<file path="src/design/legv8_defines.svh">
`ifndef LEGV8_DEFINES_SVH
`define LEGV8_DEFINES_SVH

`define LEGV8_XLEN 64 // Datapath width
`define LEGV8_CW_W 33 // Control word width
`define LEGV8_RA_W 5  // Register index width

// 11-bit opcodes of the R and D formats
`define LEGV8_OP_ADD   11'b10001011000
`define LEGV8_OP_SUB   11'b11001011000
`define LEGV8_OP_AND   11'b10001010000
`define LEGV8_OP_ORR   11'b10101010000
`define LEGV8_OP_EOR   11'b11001010000
`define LEGV8_OP_ADDS  11'b10101011000
`define LEGV8_OP_SUBS  11'b11101011000
`define LEGV8_OP_LSL   11'b11010011011
`define LEGV8_OP_LSR   11'b11010011010
`define LEGV8_OP_LDUR  11'b11111000010
`define LEGV8_OP_STUR  11'b11111000000
`define LEGV8_OP_BR    11'b11010110000
`define LEGV8_OP_ADDI  10'b1001000100   // I format
`define LEGV8_OP_SUBI  10'b1101000100
`define LEGV8_OP_MOVZ  9'b110100101     // IW format
`define LEGV8_OP_MOVK  9'b111100101
`define LEGV8_OP_CBZ   8'b10110100      // CB format
`define LEGV8_OP_BCOND 8'b01010100
`define LEGV8_OP_B     6'b000101        // B format

// Condition codes in the Rt field of B.cond
`define LEGV8_COND_EQ 5'h00
`define LEGV8_COND_NE 5'h01

`define LEGV8_ST_0 2'b00 // Micro-states
`define LEGV8_ST_1 2'b01

`define LEGV8_PC_HOLD 2'b00 // PC function select
`define LEGV8_PC_INC4 2'b01
`define LEGV8_PC_ADDK 2'b10
`define LEGV8_PC_LOAD 2'b11

// ALU operation, upper 3 bits of the function select
`define LEGV8_FS_AND 3'b000
`define LEGV8_FS_OR  3'b001
`define LEGV8_FS_ADD 3'b010
`define LEGV8_FS_XOR 3'b011
`define LEGV8_FS_LSL 3'b100
`define LEGV8_FS_LSR 3'b101

`endif

</file>
<file path="src/design/legv8_pkg.sv">
`default_nettype none
`include "legv8_defines.svh"

package legv8_pkg;

    typedef logic [`LEGV8_RA_W-1:0] reg_addr_t; // X0..X31

    // Micro-op for one cycle, MSB first
    typedef struct packed {
        logic       alu_en;     // ALU drives databus
        logic       alu_bs;     // ALU B takes K
        logic [4:0] alu_fs;     // {op, invert B, invert A}
        logic       rf_b_en;    // Port B drives databus
        reg_addr_t  rf_sa;
        reg_addr_t  rf_sb;
        reg_addr_t  rf_da;      // Write address
        logic       rf_w;
        logic       ram_en;     // Memory drives databus, also read strobe
        logic       ram_w;
        logic       pc_en;      // PC drives databus
        logic [1:0] pc_fs;
        logic       pc_is;      // 0 K, 1 databus
        logic       status_ld;
        logic [1:0] next_state;
    } control_word_t;

    typedef struct packed {
        logic [10:0] opcode;
        reg_addr_t   rm;
        logic [5:0]  shamt;
        reg_addr_t   rn;
        reg_addr_t   rd;
    } r_fmt_t;

    typedef struct packed {
        logic [9:0]  opcode;
        logic [11:0] imm12;  // Zero extended
        reg_addr_t   rn;
        reg_addr_t   rd;
    } i_fmt_t;

    typedef struct packed {
        logic [10:0] opcode;
        logic [8:0]  addr9;  // Signed byte offset
        logic [1:0]  op2;
        reg_addr_t   rn;
        reg_addr_t   rt;
    } d_fmt_t;

    typedef struct packed {
        logic [8:0]  opcode;
        logic [1:0]  hw;     // 16-bit lane
        logic [15:0] imm16;
        reg_addr_t   rd;
    } iw_fmt_t;

    typedef struct packed {
        logic [5:0]  opcode;
        logic [25:0] addr26; // Word offset
    } b_fmt_t;

    typedef struct packed {
        logic [7:0]  opcode;
        logic [18:0] addr19; // Word offset
        reg_addr_t   rt;     // Register or condition
    } cb_fmt_t;

    // One fetched word, one view per format
    typedef union packed {
        r_fmt_t  r_fmt;
        i_fmt_t  i_fmt;
        d_fmt_t  d_fmt;
        iw_fmt_t iw_fmt;
        b_fmt_t  b_fmt;
        cb_fmt_t cb_fmt;
    } instr_u;

    typedef struct packed {
        logic n;
        logic z;
        logic c;
        logic v;
        logic zero_now; // Live ALU zero for CBZ
    } status_t;

endpackage

`default_nettype wire

</file>
<file path="src/design/reg_file.sv">
`timescale 1ns/1ps
`default_nettype none

module reg_file
    import legv8_pkg::*;
(
    input  wire logic        clk,
    input  wire logic        rst_n,
    input  wire reg_addr_t   sa,
    input  wire reg_addr_t   sb,
    input  wire reg_addr_t   da,
    input  wire logic [63:0] wd,   // From the databus
    input  wire logic        w,
    output logic [63:0]      qa,
    output logic [63:0]      qb
);

    logic [63:0] regs [0:31];

    always_ff @(posedge clk or negedge rst_n) begin
        if (!rst_n) begin
            for (int i = 0; i < 32; i++) begin
                regs[i] <= '0;
            end
        end else if (w && (da != 5'd31)) begin // XZR never written
            regs[da] <= wd;
        end
    end

    // X31 reads as zero
    assign qa = (sa == 5'd31) ? '0 : regs[sa];
    assign qb = (sb == 5'd31) ? '0 : regs[sb];

endmodule

`default_nettype wire

</file>
<file path="config.mk">
export PLATFORM = sky130hd
export DESIGN_NAME = reg_file
export DESIGN_NICKNAME = d
export VERILOG_FILES = /design/src/design/legv8_pkg.sv /design/src/design/reg_file.sv
export VERILOG_INCLUDE_DIRS = /design/src /design/src/design
export SDC_FILE = /design/constraint.sdc
export NUM_CORES = 2
export LEC_CHECK = 0
export BUFFER_PORTS_ARGS = -buffer_cell sky130_fd_sc_hd__buf_2
export CAP_MARGIN = 20
export CORE_MARGIN = 10
export CORE_UTILIZATION = 60
export DETAILED_ROUTE_END_ITERATION = 7
export GPL_TIMING_DRIVEN = 0
export PLACE_DENSITY = 0.77
export SLEW_MARGIN = 30
export SYNTH_ARGS = -nofsm -noshare
export SYNTH_HDL_FRONTEND = slang
export SYNTH_SLANG_ARGS = --single-unit
</file>
<file path="constraint.sdc">
create_clock -name clk -period 2.62 [get_ports clk]
set_clock_uncertainty 0.15 [all_clocks]
set_input_delay 0 -clock clk [delete_from_list [all_inputs] [get_ports clk]]
set_output_delay 0 -clock clk [all_outputs]
set_load 0.005 [all_outputs]
</file>
# Word-level counts from Yosys, hierarchy flattened
# Index checks and enable logic that the tools add are counted.
[totals]
ff_bits = 2048
output_inout_bits = 128
[op_classes]
magnitude_cmp = 4
n_eq_ne = 3
mux = 11
bitwise_logic = 3
reduce_logical = 2
[ops]
columns = ["operator", "count"]
rows = [
  ["bitwise mux 2048 bit", 1],
  ["binary-select mux 64 bit (select 5 bit)", 2],
  ["two-way mux 64 bit", 7],
  ["demux 64 bit (select 5 bit)", 1],
  [">= comparator 6 bit, second input constant", 3],
  ["inverter 5 -> 6 bit", 3],
  ["== test 5 bit, second input constant", 2],
  ["less-than comparator 6 x 1 -> 1 bit, second input constant", 1],
  ["inequality test 5 bit, second input constant", 1],
  ["logical AND 1 bit", 2],
]

# Logic depth before layout (Yosys ltp)
[logic_depth]
ltp_word = 6
ltp_mapped = 9
mapped_depth_nobuf = 4

# Worst setup path before layout
# Ideal clock, no wire load.
[synth_path]
path_type = "input to register"
startpoint = "input da[0]"
endpoint = "register regs[1259] in the netlist's numbering"
setup_time_ps = 125
arrival_ps = 1417
t_required_ps = 2345
setup_slack_ps = 928
stages = 6
path_buffers = 3
cell_sequence = "clkbuf_2 -> or3b_1 -> buf_2 -> nor2_8 -> buf_6 -> mux2_2"
[synth_via]
elab_chain_cells = 6
elab_cells_between_ends = 9
classes_between = "order compare (2); eq/ne (1); mux (3); bitwise (1); reduce/logical (2)"
[synth_lines]
columns = ["item", "line", "rtl"]
rows = [
  ["from (decl)", "reg_file.sv:11", "input wire reg_addr_t da,"],
  ["inverter 5 -> 6 bit (not written as such)", "reg_file.sv:26", "regs[da] <= wd;"],
  [">= comparator 6 bit (not written as such) / less-than comparator 6 x 1 -> 1 bit (equally long branches)", "reg_file.sv:26", ""],
  ["logical AND 1 bit (not written as such)", "reg_file.sv:26", ""],
  ["two-way mux 64 bit (not written as such)", "reg_file.sv:26", ""],
  ["demux 64 bit (select 5 bit)", "reg_file.sv:26", ""],
  ["bitwise mux 2048 bit", "reg_file.sv:26", ""],
  ["to (signal, indexed assignment)", "reg_file.sv:26", ""],
  ["to (decl)", "reg_file.sv:18", "logic [63:0] regs [0:31];"],
]
# Parallel ways exist; a longest one is shown, timed or not.
# A chain may end at the register's enable or synchronous reset.

# Worst setup path in the final report
[layout_path]
startpoint = "input sb[3]"
endpoint = "output qb[15]"
[layout_via]
elab_chain_cells = 5
elab_cells_between_ends = 6
classes_between = "eq/ne (1); mux (4); bitwise (1)"
[layout_lines]
columns = ["item", "line", "rtl"]
rows = [
  ["from (decl)", "reg_file.sv:10", "input wire reg_addr_t sb,"],
  ["inverter 5 -> 6 bit (not written as such)", "reg_file.sv:32", "assign qb = (sb == 5'd31) ? '0 : regs[sb];"],
  ["binary-select mux 64 bit (select 5 bit)", "reg_file.sv:32", ""],
  ["two-way mux 64 bit (not written as such) (2 in a row)", "reg_file.sv:32", ""],
  ["two-way mux 64 bit (*)", "reg_file.sv:32", ""],
  ["to (decl)", "reg_file.sv:15", "output logic [63:0] qb"],
]
# Every way passes the cells marked *; elsewhere a longest branch is shown, timed or not. The select of a mux whose other input is x is not followed.

==> flow_summary.json <==
{
  "start_util": 0.602,
  "fmax_mhz": 343,
  "dp_hpwl_mm": 273,
  "pin_count": 210,
  "path_cells": "buf_2 -> clkinv_2 -> nor4_2 -> nor4_4 -> a211oi_4 -> buf_2",
  "cts.sinks": 2048,
  "cts-root-buf": "clkbuf_16",
  "ys.flop_type": "dfrtp_1",
  "yosysSeqAreaShare": 0.465,
  "crit_slowest_cell": "clkinv_2",
  "design_area_um2": 128000,
  "regMostFlops": "regs",
  "drc_errors": 0,
  "holdWs_ps": -1070,
  "drt_wl_total_mm": 400,
  "final-setup-viol-count": 129,
  "cts_buffer_depth": 3,
  "fin_crit_sh": 1.11,
  "die_h_um": 448,
  "period_needed_ps": 2910,
  "syn_inst": 7664,
  "slowest_delay_ps": 850,
  "synth_async_sr_flop_share": 1.00,
  "grt_usage": 0.395,
  "gp_congestion": 0.952,
  "yosysUniqueCellTypes": 45,
  "drtIter0Drc": 9879,
  "path_common_cell": "buf_2",
  "drv_slew": 0,
  "syn_to_final_growth_pct": 16.7,
  "rsz0062_at_grt": "true",
  "ys_warn_count": 0,
  "synth_edf_count": 0,
  "path_depth": 6,
  "synth_area_um2": 110000,
  "crit_type": "in -> out",
  "cts_max_level": 4,
  "end_kind": "output port",
  "crit_arrival_ps": 2760,
  "critPathTopFamily": "buffers and inverters",
  "nets": 8413,
  "die-area_um2": 201000,
  "ys_ff_latch": 2048,
  "reg2reg_depth": 2,
  "top_regs": "regs (2048)",
  "reg2reg_slack_ps": 1070,
  "outcome": "finished with violations",
  "crit_required_ps": 2470,
  "wl_per_cell_um": 36.3,
  "violations": "negative hold slack, negative setup slack",
  "cp_max_fo": 10,
  "die_w_um": 448,
  "worst_pin_slew_ps": 1110,
  "peakVddDrop_mv": 0.562,
  "reg2reg_from": "regs[64]",
  "rr_endpoint": "regs[64]",
  "slew_headroom": 0.257,
  "gr-total-overflow": 0,
  "hold_violations": 552,
  "num_rows": 157,
  "drive_above_1_share": 0.512,
  "grt_pass1_vias": 82092,
  "clk_pin_slew_worst_paths_ps": 60,
  "drt_first_pass_iters": 6,
  "core_um2": 183000,
  "cts_buffers": 213,
  "cellPowerDensity_nw_per_um2": 754,
  "largest_register_ffs": 2048,
  "path_buf_inv": 3,
  "antenna_found_initial": 37,
  "grt_start_max_net_pins": 126,
  "start_kind": "input port",
  "grt_pass1_wl_mm": 575,
  "max-cap-violations": 0,
  "placed_cell_area_um2": 115000,
  "p_leak_nw": 56.7,
  "pre_cts_ws_ps": -1360,
  "port_buffers": 199,
  "synth_nets": 7746,
  "worstSkewPairLatency_ps": 880,
  "via_per_inst": 7.21,
  "ant_nets": 0,
  "worst_slack_ps": -293,
  "hold_class": "in -> async",
  "cts_tree": "yes",
  "vias": 79536,
  "postCtsHoldBufs": 140,
  "syn_avg_cell_area_um2": 14.4
}
## layout by cell type (no fill, tap or decap), drive strengths merged, types with 140 or more instances in the layout
cell and n:
a211oi 313, a21oi 187, buf 771, clkbuf 745
dfrtp 2048, dlygate4sd3 140, mux2 2111, mux2i 763
mux4 643, nand2 140, o221ai 189
## worst max-delay path by stage
stage / startpoint / end / slack (ps)
CTS: regs[697] / qb[57] / -190
global placement: rst_n / regs[1829] / -43090
finish: sb[3] / qb[15] / -290
floorplan: da[0] / regs[1259] / 930
detailed placement: sb[2] / qb[43] / -1360
global route: regs[527] / qb[15] / -250
## worst register-to-register path: cells and delay by family (launching register included)
family | cells | cell delay [ps]
buffers and inverters | 1 | 560
multiplexers | 1 | 280
flip-flops | 1 | 440
## per-stage QoR
| step | std cells | utilization | total power, mW | setup TNS [ps] |
|---|---|---|---|---|
| 3_5_place_dp | 10356 | 0.629 | 61.4 | -330090 |
| 4_1_cts | 10951 | 0.697 | 95.6 | -6680 |
| 3_3_place_gp | 10327 | 0.624 | 59.9 | - |
| 5_1_grt | 10991 | 0.702 | 99.7 | -8090 |
| 2_1_floorplan | 7664 | - | 54.9 | 0 |
| 6_report | 11036 | 0.702 | 96.8 | -11130 |
## report_power, final
part / switching, mW / internal [mW]
clock: 13.6 / 19.6
combinational: 9.64 / 11.8
sequential: 4.64 / 37.7
## repair_timing
item | CTS | global route
buffers inserted | 55 | 29
pin swaps | 228 | 85
resized for setup | 636 | 154
endpoints found under the setup margin | 254 | 445
hold endpoints to repair | 2531 | 547
gates cloned | 1 | 1
## final cells by class
type / instances / area [µm²]
antenna: 56 / 140
buffer: 884 / 5040
clock buffer: 321 / 6410
clock inverter: 79 / 1170
fill: 12069 / 54400
inverter: 5 / 25.0
multi-input combinational: 4725 / 57300
sequential: 2048 / 51200
tap: 2464 / 3080
timing repair buffer: 454 / 4010
## cell usage after synthesis (122+ instances only)
master     count  share of area
a211oi_1     311          0.021
a21oi_1      187         0.0085
a2bb2oi_1    122         0.0097
and2_1       124         0.0070
buf_2        296          0.013
clkbuf_1     413          0.014
dfrtp_1     2048           0.47
mux2_2      1994           0.20
mux2i_1      763          0.069
mux4_2       643           0.13
nand2_1      140         0.0048
o221ai_1     189          0.015
## layer usage
| layer | GRT usage | routed length [µm] |
|---|---|---|
| met1 | 0.491 | 143000 |
| met2 | 0.570 | 175000 |
| met3 | 0.149 | 49900 |
| met4 | 0.272 | 32000 |
| met5 | 0.00189 | 167 |
## cells by family (layout without fill, tap and decap cells)
kind of cell,Yosys count,in the layout,synth area share
multiplexers,3517,3517,0.417
flip-flops,2048,2048,0.465
AO/OA/AOI/OAI,892,892,0.0595
buffers and inverters,891,1743,0.0422
AND/OR/NAND/NOR,316,316,0.0162
other,0,56,0
No activity file was read; power rests on OpenSTA's default activity.
