==> src/design/legv8_defines.svh <==
`ifndef LEGV8_DEFINES_SVH
`define LEGV8_DEFINES_SVH

`define LEGV8_XLEN 64 // Datapath width
`define LEGV8_CW_W 33 // Control word width
`define LEGV8_RA_W 5  // Register index width

// 11-bit opcodes of the R and D formats
`define LEGV8_OP_ADD   11'b10001011000
`define LEGV8_OP_SUB   11'b11001011000
`define LEGV8_OP_AND   11'b10001010000
`define LEGV8_OP_ORR   11'b10101010000
`define LEGV8_OP_EOR   11'b11001010000
`define LEGV8_OP_ADDS  11'b10101011000
`define LEGV8_OP_SUBS  11'b11101011000
`define LEGV8_OP_LSL   11'b11010011011
`define LEGV8_OP_LSR   11'b11010011010
`define LEGV8_OP_LDUR  11'b11111000010
`define LEGV8_OP_STUR  11'b11111000000
`define LEGV8_OP_BR    11'b11010110000
`define LEGV8_OP_ADDI  10'b1001000100   // I format
`define LEGV8_OP_SUBI  10'b1101000100
`define LEGV8_OP_MOVZ  9'b110100101     // IW format
`define LEGV8_OP_MOVK  9'b111100101
`define LEGV8_OP_CBZ   8'b10110100      // CB format
`define LEGV8_OP_BCOND 8'b01010100
`define LEGV8_OP_B     6'b000101        // B format

// Condition codes in the Rt field of B.cond
`define LEGV8_COND_EQ 5'h00
`define LEGV8_COND_NE 5'h01

`define LEGV8_ST_0 2'b00 // Micro-states
`define LEGV8_ST_1 2'b01

`define LEGV8_PC_HOLD 2'b00 // PC function select
`define LEGV8_PC_INC4 2'b01
`define LEGV8_PC_ADDK 2'b10
`define LEGV8_PC_LOAD 2'b11

// ALU operation, upper 3 bits of the function select
`define LEGV8_FS_AND 3'b000
`define LEGV8_FS_OR  3'b001
`define LEGV8_FS_ADD 3'b010
`define LEGV8_FS_XOR 3'b011
`define LEGV8_FS_LSL 3'b100
`define LEGV8_FS_LSR 3'b101

`endif

==> src/design/legv8_pkg.sv <==
`default_nettype none
`include "legv8_defines.svh"

package legv8_pkg;

    typedef logic [`LEGV8_RA_W-1:0] reg_addr_t; // X0..X31

    // Micro-op for one cycle, MSB first
    typedef struct packed {
        logic       alu_en;     // ALU drives databus
        logic       alu_bs;     // ALU B takes K
        logic [4:0] alu_fs;     // {op, invert B, invert A}
        logic       rf_b_en;    // Port B drives databus
        reg_addr_t  rf_sa;
        reg_addr_t  rf_sb;
        reg_addr_t  rf_da;      // Write address
        logic       rf_w;
        logic       ram_en;     // Memory drives databus, also read strobe
        logic       ram_w;
        logic       pc_en;      // PC drives databus
        logic [1:0] pc_fs;
        logic       pc_is;      // 0 K, 1 databus
        logic       status_ld;
        logic [1:0] next_state;
    } control_word_t;

    typedef struct packed {
        logic [10:0] opcode;
        reg_addr_t   rm;
        logic [5:0]  shamt;
        reg_addr_t   rn;
        reg_addr_t   rd;
    } r_fmt_t;

    typedef struct packed {
        logic [9:0]  opcode;
        logic [11:0] imm12;  // Zero extended
        reg_addr_t   rn;
        reg_addr_t   rd;
    } i_fmt_t;

    typedef struct packed {
        logic [10:0] opcode;
        logic [8:0]  addr9;  // Signed byte offset
        logic [1:0]  op2;
        reg_addr_t   rn;
        reg_addr_t   rt;
    } d_fmt_t;

    typedef struct packed {
        logic [8:0]  opcode;
        logic [1:0]  hw;     // 16-bit lane
        logic [15:0] imm16;
        reg_addr_t   rd;
    } iw_fmt_t;

    typedef struct packed {
        logic [5:0]  opcode;
        logic [25:0] addr26; // Word offset
    } b_fmt_t;

    typedef struct packed {
        logic [7:0]  opcode;
        logic [18:0] addr19; // Word offset
        reg_addr_t   rt;     // Register or condition
    } cb_fmt_t;

    // One fetched word, one view per format
    typedef union packed {
        r_fmt_t  r_fmt;
        i_fmt_t  i_fmt;
        d_fmt_t  d_fmt;
        iw_fmt_t iw_fmt;
        b_fmt_t  b_fmt;
        cb_fmt_t cb_fmt;
    } instr_u;

    typedef struct packed {
        logic n;
        logic z;
        logic c;
        logic v;
        logic zero_now; // Live ALU zero for CBZ
    } status_t;

endpackage

`default_nettype wire

==> src/design/wide_imm_decoder.sv <==
`timescale 1ns/1ps
`default_nettype none
`include "legv8_defines.svh"

// MOVZ in one cycle, MOVK as AND then OR
module wide_imm_decoder
    import legv8_pkg::*;
(
    input  wire instr_u             instr,
    input  wire logic [1:0]         state,
    input  wire status_t            status,
    output control_word_t           cw,
    output logic [`LEGV8_XLEN-1:0]  k
);

    logic                   is_movk;
    logic                   and_step;  // First MOVK cycle
    logic [5:0]             lane_sh;   // hw * 16
    logic [`LEGV8_XLEN-1:0] lane_imm;
    logic [`LEGV8_XLEN-1:0] lane_mask;

    assign is_movk  = (instr.iw_fmt.opcode == `LEGV8_OP_MOVK);
    assign and_step = is_movk && (state == `LEGV8_ST_0);
    assign lane_sh  = {instr.iw_fmt.hw, 4'b0000};

    // Immediate moved into its lane, other lanes zero
    assign lane_imm  = {{(`LEGV8_XLEN-16){1'b0}}, instr.iw_fmt.imm16} << lane_sh;
    // Zeros only in the selected lane
    assign lane_mask = ~({{(`LEGV8_XLEN-16){1'b0}}, 16'hffff} << lane_sh);

    assign k = and_step ? lane_mask : lane_imm;

    always_comb begin
        cw            = control_word_t'({`LEGV8_CW_W{1'b0}});
        cw.alu_en     = 1'b1;   // Result goes to Rd over the bus
        cw.alu_bs     = 1'b1;   // B is K
        cw.alu_fs     = and_step ? {`LEGV8_FS_AND, 2'b00} : {`LEGV8_FS_OR, 2'b00};
        // MOVK keeps the old Rd, MOVZ starts from zero
        cw.rf_sa      = is_movk ? instr.iw_fmt.rd : 5'd31;
        cw.rf_sb      = 5'd31;
        cw.rf_da      = instr.iw_fmt.rd;
        cw.rf_w       = 1'b1;
        cw.pc_fs      = and_step ? `LEGV8_PC_HOLD : `LEGV8_PC_INC4;
        cw.next_state = and_step ? `LEGV8_ST_1 : `LEGV8_ST_0;
    end

endmodule

`default_nettype wire

==> src/design/instr_decoder.sv <==
`timescale 1ns/1ps
`default_nettype none
`include "legv8_defines.svh"

module instr_decoder
    import legv8_pkg::*;
(
    input  wire instr_u             instr,
    input  wire logic [1:0]         state,
    input  wire status_t            status,
    output control_word_t           cw,
    output logic [`LEGV8_XLEN-1:0]  k
);

    control_word_t          wide_cw;
    logic [`LEGV8_XLEN-1:0] wide_k;
    logic [`LEGV8_XLEN-1:0] d_off;     // D-format byte offset
    logic [`LEGV8_XLEN-1:0] b_off;     // B target offset
    logic [`LEGV8_XLEN-1:0] cb_off;    // CB target offset
    logic [4:0]             r_fs;
    logic                   is_wide, is_r, is_shift, is_flag, is_i;
    logic                   is_ldur, is_stur, is_br, is_b, is_cbz, is_bcond;
    logic                   take_cond; // B.cond outcome

    wide_imm_decoder wide_i (
        .instr  (instr),
        .state  (state),
        .status (status),
        .cw     (wide_cw),
        .k      (wide_k)
    );

    // Each format compares its own opcode field
    assign is_wide  = instr.iw_fmt.opcode inside {`LEGV8_OP_MOVZ, `LEGV8_OP_MOVK};
    assign is_shift = instr.r_fmt.opcode inside {`LEGV8_OP_LSL, `LEGV8_OP_LSR};
    assign is_flag  = instr.r_fmt.opcode inside {`LEGV8_OP_ADDS, `LEGV8_OP_SUBS};
    assign is_r     = is_shift || is_flag || (instr.r_fmt.opcode inside
                      {`LEGV8_OP_ADD, `LEGV8_OP_SUB, `LEGV8_OP_AND, `LEGV8_OP_ORR, `LEGV8_OP_EOR});
    assign is_i     = instr.i_fmt.opcode inside {`LEGV8_OP_ADDI, `LEGV8_OP_SUBI};
    assign is_ldur  = (instr.d_fmt.opcode == `LEGV8_OP_LDUR);
    assign is_stur  = (instr.d_fmt.opcode == `LEGV8_OP_STUR);
    assign is_br    = (instr.r_fmt.opcode == `LEGV8_OP_BR);
    assign is_b     = (instr.b_fmt.opcode == `LEGV8_OP_B);
    assign is_cbz   = (instr.cb_fmt.opcode == `LEGV8_OP_CBZ);
    assign is_bcond = (instr.cb_fmt.opcode == `LEGV8_OP_BCOND);

    // Sign extension, branch offsets in words
    assign d_off  = {{(`LEGV8_XLEN-9){instr.d_fmt.addr9[8]}}, instr.d_fmt.addr9};
    assign b_off  = {{(`LEGV8_XLEN-28){instr.b_fmt.addr26[25]}}, instr.b_fmt.addr26, 2'b00};
    assign cb_off = {{(`LEGV8_XLEN-21){instr.cb_fmt.addr19[18]}}, instr.cb_fmt.addr19, 2'b00};

    // Only EQ and NE exist
    assign take_cond = ((instr.cb_fmt.rt == `LEGV8_COND_EQ) && status.z) ||
                       ((instr.cb_fmt.rt == `LEGV8_COND_NE) && !status.z);

    always_comb begin
        case (instr.r_fmt.opcode)
            `LEGV8_OP_SUB, `LEGV8_OP_SUBS: r_fs = {`LEGV8_FS_ADD, 2'b10}; // A + ~B + 1
            `LEGV8_OP_AND:                 r_fs = {`LEGV8_FS_AND, 2'b00};
            `LEGV8_OP_ORR:                 r_fs = {`LEGV8_FS_OR,  2'b00};
            `LEGV8_OP_EOR:                 r_fs = {`LEGV8_FS_XOR, 2'b00};
            `LEGV8_OP_LSL:                 r_fs = {`LEGV8_FS_LSL, 2'b00};
            `LEGV8_OP_LSR:                 r_fs = {`LEGV8_FS_LSR, 2'b00};
            default:                       r_fs = {`LEGV8_FS_ADD, 2'b00};
        endcase
    end

    always_comb begin
        cw = control_word_t'({`LEGV8_CW_W{1'b0}}); // Idle word, PC holds, no writes
        k  = '0;
        if (is_wide) begin
            cw = wide_cw;
            k  = wide_k;
        end else if (is_r) begin
            cw.alu_en    = 1'b1;
            cw.alu_bs    = is_shift;   // Shift amount from K
            cw.alu_fs    = r_fs;
            cw.rf_sa     = instr.r_fmt.rn;
            cw.rf_sb     = instr.r_fmt.rm;
            cw.rf_da     = instr.r_fmt.rd;
            cw.rf_w      = 1'b1;
            cw.pc_fs     = `LEGV8_PC_INC4;
            cw.status_ld = is_flag;
            k            = {{(`LEGV8_XLEN-6){1'b0}}, instr.r_fmt.shamt};
        end else if (is_i) begin
            cw.alu_en = 1'b1;
            cw.alu_bs = 1'b1;
            cw.alu_fs = (instr.i_fmt.opcode == `LEGV8_OP_SUBI) ?
                        {`LEGV8_FS_ADD, 2'b10} : {`LEGV8_FS_ADD, 2'b00};
            cw.rf_sa  = instr.i_fmt.rn;
            cw.rf_da  = instr.i_fmt.rd;
            cw.rf_w   = 1'b1;
            cw.pc_fs  = `LEGV8_PC_INC4;
            k         = {{(`LEGV8_XLEN-12){1'b0}}, instr.i_fmt.imm12};
        end else if (is_ldur || is_stur) begin
            // ALU forms the address for both
            cw.alu_bs = 1'b1;
            cw.alu_fs = {`LEGV8_FS_ADD, 2'b00};
            cw.rf_sa  = instr.d_fmt.rn;
            cw.rf_sb  = instr.d_fmt.rt;  // Store data
            cw.rf_da  = instr.d_fmt.rt;
            cw.rf_w   = is_ldur;         // Load data arrives over the bus
            cw.ram_en = is_ldur;
            cw.ram_w  = is_stur;
            cw.pc_fs  = `LEGV8_PC_INC4;
            k         = d_off;
        end else if (is_br) begin
            cw.rf_b_en = 1'b1;           // Rn onto the bus
            cw.rf_sb   = instr.r_fmt.rn;
            cw.pc_fs   = `LEGV8_PC_LOAD;
            cw.pc_is   = 1'b1;
        end else if (is_b) begin
            cw.pc_fs = `LEGV8_PC_ADDK;
            k        = b_off;
        end else if (is_cbz) begin
            // Rt OR X31 through the ALU drives zero_now
            cw.alu_fs = {`LEGV8_FS_OR, 2'b00};
            cw.rf_sa  = instr.cb_fmt.rt;
            cw.rf_sb  = 5'd31;
            cw.pc_fs  = status.zero_now ? `LEGV8_PC_ADDK : `LEGV8_PC_INC4;
            k         = cb_off;
        end else if (is_bcond) begin
            cw.pc_fs = take_cond ? `LEGV8_PC_ADDK : `LEGV8_PC_INC4;
            k        = cb_off;
        end
    end

endmodule

`default_nettype wire

==> config.mk <==
export PLATFORM = sky130hd
export DESIGN_NAME = instr_decoder
export DESIGN_NICKNAME = d
export VERILOG_FILES = /design/src/design/legv8_pkg.sv /design/src/design/wide_imm_decoder.sv /design/src/design/instr_decoder.sv
export VERILOG_INCLUDE_DIRS = /design/src /design/src/design
export SDC_FILE = /design/constraint.sdc
export NUM_CORES = 1
export LEC_CHECK = 0
export BUFFER_PORTS_ARGS = -buffer_cell sky130_fd_sc_hd__buf_2
export CAP_MARGIN = 10
export CORE_MARGIN = 10
export CORE_UTILIZATION = 39
export DETAILED_ROUTE_END_ITERATION = 10
export GPL_TIMING_DRIVEN = 1
export PLACE_DENSITY = 0.74
export SYNTH_ARGS = -nofsm -noshare
export SYNTH_HDL_FRONTEND = slang
export SYNTH_SLANG_ARGS = --single-unit
==> constraint.sdc <==
create_clock -name vclk -period 4.8
set_input_delay 0.48 -clock vclk [all_inputs]
set_output_delay 0.48 -clock vclk [all_outputs]
set_load 0.01 [all_outputs]
After elaboration in Yosys (flattened, before gate mapping):

Index checks and enable logic that the tools add are counted.

* register bits after elaboration: 0
* output and inout bits: 97
* bits of input ports: 39

* reductions and logical operators: 16
* multiplexer cells: 52
* bitwise operators: 1
* eq/ne operators: 20
* shift-type cells: 2

Operators by type and width (number)
* 2-to-1 mux 64 bit: 9
* equality test 11 bit, second input constant: 12
* NOT 64 bit: 1
* left shift 16 x 6 -> 64 bit: 1
* left shift 16 x 6 -> 64 bit, first input constant: 1
* 2-to-1 mux 10 bit: 3
* case mux 5 bit (6 select lines): 1
* 2-to-1 mux 2 bit: 13
* 2-to-1 mux 26 bit: 1
* 2-to-1 mux 5 bit: 5
* equality test 10 bit, second input constant: 2
* equality test 9 bit, second input constant: 2
* 2-to-1 mux 16 bit: 1
* 2-to-1 mux 3 bit: 4
* 2-to-1 mux 6 bit: 2
* 2-to-1 mux 1 bit: 9
* equality test 8 x 7 -> 1 bit, second input constant: 1
* equality test 8 bit, second input constant: 1
* 2-to-1 mux 4 bit: 2
* 2-to-1 mux 8 bit: 1
* nonzero test 2 bit: 4
* 2-to-1 mux 7 bit: 1
* equality test 6 x 3 -> 1 bit, second input constant: 1
* equality test 5 x 1 -> 1 bit, second input constant: 1
* 7 further kinds: 12

Logic depth before layout (Yosys ltp):

Gate-level depths: netlist (run 1).

* word-level depth: 12
* mapped depth: 9
* gate-level depth less buffers: 5

Cells and area by module:

From an unflattened synthesis (run 1), not the netlist that was laid out.

* cells, all modules: 464
* area total of the unflattened synthesis: 3109.2 um^2

Modules (own cells, without submodules)
* instr_decoder: area each 1791.7 um^2, cells each 268, sequential area each 0.0 um^2, instances 1
* wide_imm_decoder: area each 1317.5 um^2, cells each 196, sequential area each 0.0 um^2, instances 1

Worst setup path before layout (run 1):

Ideal clock, no wire load.

* path kind: input -> output
* from: in instr[29] (netlist bit)
* to: out k[0]
* path slack: 1.979 ns
* cell stages on the path: 8
* arrival: 2.341 ns
* required time: 4.320 ns
* cells stage by stage: buf_2 > or3b_1 > buf_2 > nor4_4 > or2_2 > buf_2 > o21ai_0 > a31oi_1

* word-level cells in the longest chain between the ends: 8
* elaborated cells on any way between the ends: 35

Ends and longest elaborated chain
* start: declaration: line instr_decoder.sv:8 `input wire instr_u instr,`
* equality test 8 bit (no line)
* 2-to-1 mux 64 bit: line instr_decoder.sv:115 `end else if (is_cbz) begin`
* 2-to-1 mux 64 bit: line instr_decoder.sv:112 `end else if (is_b) begin`
* 2-to-1 mux 64 bit: line instr_decoder.sv:107 `end else if (is_br) begin`
* 2-to-1 mux 64 bit: line instr_decoder.sv:95 `end else if (is_ldur || is_stur) begin`
* 2-to-1 mux 64 bit: line instr_decoder.sv:85 `end else if (is_i) begin`
* 2-to-1 mux 64 bit: line instr_decoder.sv:74 `end else if (is_r) begin`
* 2-to-1 mux 64 bit *: line instr_decoder.sv:71 `if (is_wide) begin`
* end: declaration: line instr_decoder.sv:12 `` output logic [`LEGV8_XLEN-1:0] k ``

Mark *: on every way between the ends. The rest lies on a longest branch, timed or not.

Worst setup path after layout (run 1):

* from: in instr[21] (netlist bit)
* to: out k[32]

* word-level cells in the longest chain between the ends: 6
* elaborated cells on any way between the ends: 27

Ends and longest elaborated chain (line)
* equality test 11 bit, on equally long branches
* 2-to-1 mux 64 bit (tied with other cells): instr_decoder.sv:107
* 2-to-1 mux 64 bit / logical OR 1 bit (equally long branches): instr_decoder.sv:95, instr_decoder.sv:37
* 2-to-1 mux 64 bit / logical OR 1 bit (equally long branches): instr_decoder.sv:85, instr_decoder.sv:37
* 2-to-1 mux 64 bit: instr_decoder.sv:74
* 2-to-1 mux 64 bit *: instr_decoder.sv:71

Marked as above.

==> key figures, run 1 <==
Hold path
  – Hold crit path type: in2out

Power and ir drop
  – Switching Share: between 60 and 70%
  – Int Pwr: 0.0378 mW
  – Register share of total power: 0%
  – Power share of the clock group: 0%
  – Peak supply drop: around 29 µV
  – Comb pwr share: between 90% and 100%
  – Power per cell area: 43.4 mW/mm²
  – Leakage: 1.34 nW
  – Design Power: around 0.12 mW
  – P_sw: 0.0803 mW

Finish
  – Most common cell after layout, fill and taps aside: buf_2
  – Nets: between 400 and 500
  – Layout Area Growth over Synthesis: 22.5%
  – Most frequent cells in the layout: buf_2 (130), a21oi_1 (66), o21ai_2 (30)
  – Share of layout cells above drive strength 1: between 40% and 50%
  – Seq Cell Count: 0
  – Antenna diode count: 0
  – Non-filler cells, final: between 500 and 600
  – CLK BUF: 0
  – Filler instances: about 590
  – Finished layout cell area: between 0.002 and 0.003 mm²
  – Reg area: 0 µm²
  – Layout Utilization: slightly below 50%

Die
  – Die Wd: roughly 95 µm
  – Starting Density: between 40% and 50%
  – Core area: 0.00551 mm²
  – Die area: between 0.009 and 0.01 mm²
  – Die H: 95.4 µm
  – # IOs: approximately 140
  – Rows: 27

Status
  – Status: finished, final reports clean

Timing
  – Endpoints failing setup: 0
  – Crit path time final: between 3000 and 4000 ps
  – Max_slew headroom: between 20% and 30%
  – Worst-Margin Slew: between 1000 and 1500 ps
  – RSZ-0062 raised after global routing: no
  – Tcrit/Tclk final: between 70% and 80%
  – Setup TNS: 0 ps
  – Final slew viol count: 0
  – Max Freq: between 200 and 300 MHz
  – Final Hold Viols: 0

Setup path
  – Worst Path Required: between 4000 and 5000 ps
  – Arrival time of the worst setup path: about 3200 ps
  – CP endpoint kind: output port
  – CP max FO: 37
  – Type of the worst setup path: in2out
  – Startpoint Class: input port

Logic synthesis
  – Synth top area cells: a21oi_1 (15%), o21ai_2 (12%), o22ai_1 (5.9%)
  – Sequential cell area fraction in the yosys report: 0%
  – Yosys top cell area share: roughly 15%
  – Post-synth top area cell: a21oi_1
  – Syn avg cell area: around 6.3 µm²
  – Synth cell types: 56
  – Synthesized instance count: ~350
  – Area of the mapped netlist: 0.00222 mm²
  – Yosys synthesis warning count: 0

Placed design
  – GPL Wtd Cong: approximately 0.92
  – Cell Area, Placed: ~0.0027 mm²
  – Hpwl dp: 7.45 mm
  – I/O Buffers: 130
  – Inst Count DP: 503

Detailed routing
  – # DRC: 0
  – Drt initial violations: about 530
  – WL per Instance: 20.4 µm
  – Routed wl met3: 1.16 mm
  – Top layer in use: met4
  – Final WL: between 10 and 15 mm
  – Met2 wire len: ~4.9 mm
  – DR vias/cell: approximately 6.4
  – Via count: approximately 3,200
  – Pre-antenna DRT Iters: 6
  – Post-route ant nets: 0
  – Met1 wire length: between 4 and 5 mm

Global routing
  – Grt ovf: 0
  – Vias in the first global route: 3,015
  – Global-route wire length before repair: 15.5 mm
  – Largest net degree at the start of global routing: 70
  – Tot GR Track Use: roughly 20%
  – Initial antenna violation count: 0

Clocking
  – CTS resizes: 0
  – # hold bufs at CTS: 0
  – Setup Fix Bufs, Post-CTS: 0

Flow run
  – Max_cap viols: 0
-- path summary, 6_finish.rpt --
kind	startpoint	to	slack [ps]	cells past startpoint
min	status[0]	cw[5]	1300	4
max	instr[21]	k[32]	1120	8
-- worst max-delay path: stages --
cell and delay, ps:
buf_2 180, or4b_1 580, nor4_1 580, or2_2 390, or4_1 170, buf_4 430, o21ai_0 180, buf_2 190
-- per-stage QoR --
stage	setup slack, ps	hold slack [ps]
3_5_place_dp	1170	1300
3_3_place_gp	1190	1300
4_1_cts	1150	1300
2_1_floorplan	1980	1100
6_report	1120	1300
5_1_grt	992	1340
-- cell type report --
cell class / count / area, µm² / share of cell area [%]
well taps: 72 / 90.1 / 3.31
repair buffers: 135 / 688 / 25.3
inverters: 9 / 33.8 / 1.24
multi-input cells: 287 / 1910 / 70.1
-- kinds of logic (layout without fill, tap and decap cells) --
| group | count (synthesis) | in the layout | share of synthesized area (%) |
|---|---|---|---|
| AOI/OAI and AO/OA | 178 | 178 | 55.9 |
| muxes | 2 | 2 | 0.902 |
| buffers and inverters | 69 | 144 | 14.4 |
| other | 1 | 3 | 0.169 |
| xor gates and xnor gates | 2 | 2 | 0.789 |
| and+or+nand+nor | 102 | 102 | 27.8 |
-- power groups by stage --
| stage | Clock [mW] | Combinational [mW] | Sequential [mW] |
|---|---|---|---|
| 2_1_floorplan | 0 | 0.0760 | 0 |
| 3_3_place_gp | 0 | 0.113 | 0 |
| 3_5_place_dp | 0 | 0.115 | 0 |
| 4_1_cts | 0 | 0.115 | 0 |
| 5_1_grt | 0 | 0.127 | 0 |
| 6_report | 0 | 0.118 | 0 |
-- per-layer routing --
layer / track usage [%] / up-vias
met4: 4.67 / 0
met2: 33.5 / 229
met5: 0 / -
met1: 26.1 / 1465
li1: - / 1515
met3: 4.71 / 27
-- cells in the mapped netlist, drive strengths merged, types with 5 or more instances --
master	count
a211oi	5
or2	5
nand2	23
o21ai	42
nor3	6
a21oi	66
a221o	10
nor2	17
clkbuf	36
o22ai	21
buf	24
nor2b	5
a221oi	13
inv	9
nor4	7
and2	7
(Power assumes the default switching activity.)
==> inputs of run 2 (changes only) <==
--- a/config.mk
+++ b/config.mk
@@ -12,7 +12,7 @@
 export CORE_UTILIZATION = 39
 export DETAILED_ROUTE_END_ITERATION = 10
 export GPL_TIMING_DRIVEN = 1
-export PLACE_DENSITY = 0.74
+export PLACE_DENSITY = 0.77
 export SYNTH_ARGS = -nofsm -noshare
 export SYNTH_HDL_FRONTEND = slang
 export SYNTH_SLANG_ARGS = --single-unit
==> constraint.sdc (replaced) <==
create_clock -name vclk -period 3.2
set_input_delay 0.32 -clock vclk [all_inputs]
set_output_delay 0.32 -clock vclk [all_outputs]
set_load 0.01 [all_outputs]
==> key figures, run 2 (synthesized netlist as in run 1, its figures left out) <==
Timing
  – Setup TNS: 0 ps (unchanged)
  – Crit path time final: around 2900 ps
  – Max_slew headroom: 33.0% (was 20.9%)
  – Tcrit/Tclk final: between 80% and 90%
  – RSZ-0062 raised after global routing: no (unchanged)
  – Final WS setup: 343 ps (was 1120 ps)
  – Worst-Margin Slew: 1000 ps (was 1190 ps)
  – Final Hold Viols: 0 (unchanged)
  – Endpoints failing setup: 0 (unchanged)
  – Final slew viol count: 0 (unchanged)
  – Max Freq: 350 MHz

Finish
  – Non-filler cells, final: 513 (was 503)
  – Share of layout cells above drive strength 1: 43.3% (was 42.0%)
  – Most frequent cells in the layout: buf_2 (130), a21oi_1 (66), o21ai_2 (30) (unchanged)
  – Seq Cell Count: 0 (unchanged)
  – CLK BUF: 0 (unchanged)
  – Reg area: 0 µm² (unchanged)
  – Layout Area Growth over Synthesis: 26.4% (was 22.5%)
  – Most common cell after layout, fill and taps aside: buf_2 (unchanged)
  – Antenna diode count: 0 (unchanged)
  – Nets: 482 (was 472)
  – Filler instances: 573 (was 591)
  – Multi-input gate area: 0.00191 mm² (unchanged)

Global routing
  – Met3 usage: 4.95% (was 4.71%)
  – Grt ovf: 0 (unchanged)
  – Global-route wire length before repair: 15.8 mm (was 15.5 mm)
  – GR Util met2: 32.6% (was 33.5%)
  – Tot GR Track Use: 20.6% (was 20.3%)
  – Vias in the first global route: 3,004 (was 3,015)
  – Initial antenna violation count: 0 (unchanged)
  – Met1 usage: 27.6% (was 26.1%)
  – GRT busiest layer: met2 (unchanged)
  – Largest net degree at the start of global routing: 47 (was 70)

Die
  – Starting Density: 40.3% (unchanged)
  – # IOs: 136 (unchanged)
  – Rows: 27 (unchanged)
  – Core area: 0.00551 mm² (unchanged)
  – Die H: 95.4 µm (unchanged)
  – Die area: 0.00911 mm² (unchanged)
  – Die Wd: 95.4 µm (unchanged)

Placed design
  – I/O Buffers: 130 (unchanged)
  – Inst Count DP: 513 (was 503)
  – GPL Wtd Cong: 0.932 (was 0.924)
  – Hpwl dp: 7.64 mm (was 7.45 mm)
  – Pre-CTS WS: 367 ps (was 1170 ps)

Setup path
  – Worst Path Required: 2880 ps (was 4320 ps)
  – Type of the worst setup path: in2out (unchanged)
  – CP endpoint kind: output port (unchanged)
  – Startpoint Class: input port (unchanged)
  – CP max FO: 37 (unchanged)
  – Arrival time of the worst setup path: 2540 ps (was 3200 ps)

Power and ir drop
  – Peak supply drop: 40.3 µV (was 29.0 µV)
  – Design Power: 0.179 mW (was 0.118 mW)
  – Power per cell area: 63.7 mW/mm² (was 43.4 mW/mm²)
  – Leakage: 1.40 nW (was 1.34 nW)

Flow run
  – Max_cap viols: 0 (unchanged)

Detailed routing
  – Post-route ant nets: 0 (unchanged)
  – Drt initial violations: 474 (was 531)
  – # DRC: 0 (unchanged)
  – Via count: 3,270 (was 3,236)
  – Final WL: 10.3 mm (about the same)
  – DR vias/cell: 6.37 (was 6.43)
  – WL per Instance: 20.0 µm (was 20.4 µm)
  – Pre-antenna DRT Iters: 5 (was 6)

Clocking
  – # hold bufs at CTS: 0 (unchanged)
  – Setup Fix Bufs, Post-CTS: 0 (unchanged)
  – CTS resizes: 0 (unchanged)

Status
  – Status: finished, final reports clean (unchanged)

Hold path
  – Hold crit path type: in2out (unchanged)
run 2: worst paths after layout:
| check | cells past startpoint | start | end |
|---|---|---|---|
| max | 8 | instr[21] | k[27] |
| min | 4 | status[0] | cw[5] |
run 2: layout make-up:
cell class / count / area share (%)
Multi-Input combinational cell: 287 / 67.9
Inverter: 9 / 1.20
Timing Repair Buffer: 145 / 27.6
Tap cell: 72 / 3.21
run 2: layer usage:
metal | routed length, µm | up-vias | share of wire (%)
met3 | 1200 | 16 | 12
li1 | - | 1531 | -
met5 | 0 | - | 0
met4 | 121 | 0 | 1.2
met2 | 4950 | 221 | 48
met1 | 4000 | 1502 | 39
run 2: worst max-delay path: stages:
cell     delay, ps
buf_2          180
or4b_1         580
nor4_1         350
or2_2          350
or4_1          210
buf_12         230
o21ai_0        130
buf_2          170
run 2: per-stage QoR:
step | hold slack, ps | utilization, % | instance area [µm²]
finish | 991 | 51.0 | 2810
global route | 1010 | 51.0 | 2810
CTS | 996 | 51.0 | 2810
detailed placement | 994 | 51.0 | 2810
global placement | 981 | 51.0 | 2810
floorplan | 784 | - | 2230
run 2: power breakdown:
group / internal [mW] / switching (mW)
Combinational: 0.0571 / 0.122
Clock: 0 / 0
Sequential: 0 / 0
==> inputs of run 3 (changes only) <==
==> constraint.sdc (replaced) <==
create_clock -name vclk -period 2.4
set_input_delay 0.24 -clock vclk [all_inputs]
set_output_delay 0.24 -clock vclk [all_outputs]
set_load 0.01 [all_outputs]
==> key figures, run 3 (synthesized netlist as in run 1, its figures left out) <==
Timing
  – Setup TNS: -49.4 ps (was 0 ps)
  – Max_slew headroom: 61.2% (was 33.0%)
  – RSZ-0062 raised after global routing: yes (was no)
  – Max Freq: roughly 410 MHz
  – Endpoints failing setup: 3 (was 0)
  – Worst-Margin Slew: 580 ps (was 1000 ps)
  – Final Hold Viols: 0 (unchanged)
  – Tcrit/Tclk final: 101%
  – Final WS setup: -18.9 ps (was 343 ps)
  – Crit path time final: between 2000 and 2500 ps
  – WHS: 823 ps (was 991 ps)
  – Final slew viol count: 0 (unchanged)

Global routing
  – Initial antenna violation count: 0 (unchanged)
  – Largest net degree at the start of global routing: 35 (was 47)
  – Grt ovf: 0 (unchanged)
  – Global-route wire length before repair: 17.0 mm (was 15.8 mm)
  – Vias in the first global route: 3,331 (was 3,004)
  – Tot GR Track Use: 22.1% (was 20.6%)

Setup path
  – Type of the worst setup path: in2out (unchanged)
  – Worst Setup SP: instr[31] (was instr[21])
  – Crit path to: k[36] (was k[27])
  – Worst Path Required: 2160 ps (was 2880 ps)
  – CP max FO: 18 (was 37)
  – CP endpoint kind: output port (unchanged)
  – Startpoint Class: input port (unchanged)
  – Arrival time of the worst setup path: 2180 ps (was 2540 ps)

Detailed routing
  – WL per Instance: 21.3 µm (was 20.0 µm)
  – DR vias/cell: 6.52 (was 6.37)
  – Pre-antenna DRT Iters: 7 (was 5)
  – # DRC: 0 (unchanged)
  – Post-route ant nets: 0 (unchanged)
  – Drt initial violations: 537 (was 474)
  – Via count: 3,647 (was 3,270)
  – Final WL: 11.9 mm (was 10.3 mm)

Flow run
  – Max_cap viols: 0 (unchanged)

Finish
  – Layout Area Growth over Synthesis: 50.7% (was 26.4%)
  – Reg area: 0 µm² (unchanged)
  – CLK BUF: 0 (unchanged)
  – Most common cell after layout, fill and taps aside: buf_2 (unchanged)
  – Finished layout cell area: 0.00334 mm² (was 0.00281 mm²)
  – Share of layout cells above drive strength 1: 52.4% (was 43.3%)
  – Antenna diode count: 0 (unchanged)
  – Most frequent cells in the layout: buf_2 (127), a21oi_1 (66), buf_4 (56) (was buf_2 (130), a21oi_1 (66), o21ai_2 (30))
  – Seq Cell Count: 0 (unchanged)
  – Nets: 528 (was 482)

Status
  – Status: finished with violations (was finished, final reports clean)
  – Failing checks: setup timing

Placed design
  – GPL Wtd Cong: 0.938 (was 0.932)
  – Cell Area, Placed: 0.00310 mm² (was 0.00281 mm²)
  – I/O Buffers: 130 (unchanged)
  – Hpwl dp: 8.28 mm (was 7.64 mm)

Power and ir drop
  – Peak supply drop: 53.1 µV (was 40.3 µV)
  – Design Power: 0.290 mW (was 0.179 mW)
  – Power per cell area: 86.8 mW/mm² (was 63.7 mW/mm²)
  – Leakage: 1.68 nW (was 1.40 nW)

Die
  – Starting Density: 40.3% (unchanged)
  – Core area: 0.00551 mm² (unchanged)
  – Die H: 95.4 µm (unchanged)
  – # IOs: 136 (unchanged)
  – Die area: 0.00911 mm² (unchanged)
  – Rows: 27 (unchanged)
  – Die Wd: 95.4 µm (unchanged)

Clocking
  – # hold bufs at CTS: 0 (unchanged)

Hold path
  – Hold crit path type: in2out (unchanged)
[run 3: timing repair]
item	4_1_cts	5_1_grt
buffers inserted	0	5
pin swaps	1	7
hold endpoints to repair	0	0
endpoints found under the setup margin	39	74
gates cloned	1	3
gates resized for setup	6	29
[run 3: through the flow]
step | instances | utilization (%) | worst slack (ps)
floorplan | 356 | - | 58.6
global placement | 550 | 56.2 | -44.1
detailed placement | 550 | 56.2 | -85.4
CTS | 551 | 57.0 | 5.70
global route | 559 | 60.7 | -75.8
finish | 559 | 60.7 | -18.9
[run 3: worst max-delay path, stage by stage]
cell and delay (ps):
buf_4 140, or3b_4 410, a211oi_4 290, a221oi_2 110, or4_4 530, buf_16 210
o21ai_2 70, buf_2 170
[run 3: worst min-delay path by stage]
stage / depth (start not counted) / end / slack [ps] / from
2_1_floorplan: 1 / cw[10] / 620 / instr[0]
3_3_place_gp: 4 / cw[5] / 830 / status[0]
3_5_place_dp: 4 / cw[5] / 830 / status[0]
4_1_cts: 4 / cw[5] / 830 / status[0]
5_1_grt: 4 / cw[5] / 850 / status[0]
6_report: 4 / cw[5] / 820 / status[0]
[run 3: per-layer routing]
metal / GRT usage [%] / share of wire, % / wire, µm
met1: 29.0 / 38 / 4490
met4: 5.53 / 3.8 / 452
met2: 36.1 / 46 / 5450
met3: 4.40 / 13 / 1500
met5: 0 / 0 / 0
[run 3: layout make-up]
| type | instances | area [µm²] |
|---|---|---|
| repair buffers | 191 | 1230 |
| well taps | 72 | 90.1 |
| multi-input cells | 287 | 1990 |
| fillers | 532 | 2160 |
| inverters | 9 | 33.8 |
[run 3: power breakdown]
part | leakage [nW] | switching [mW] | internal (mW)
logic | 1.68 | 0.182 | 0.108
clock network | 0 | 0 | 0
registers | 0 | 0 | 0
total | 1.68 | 0.182 | 0.108
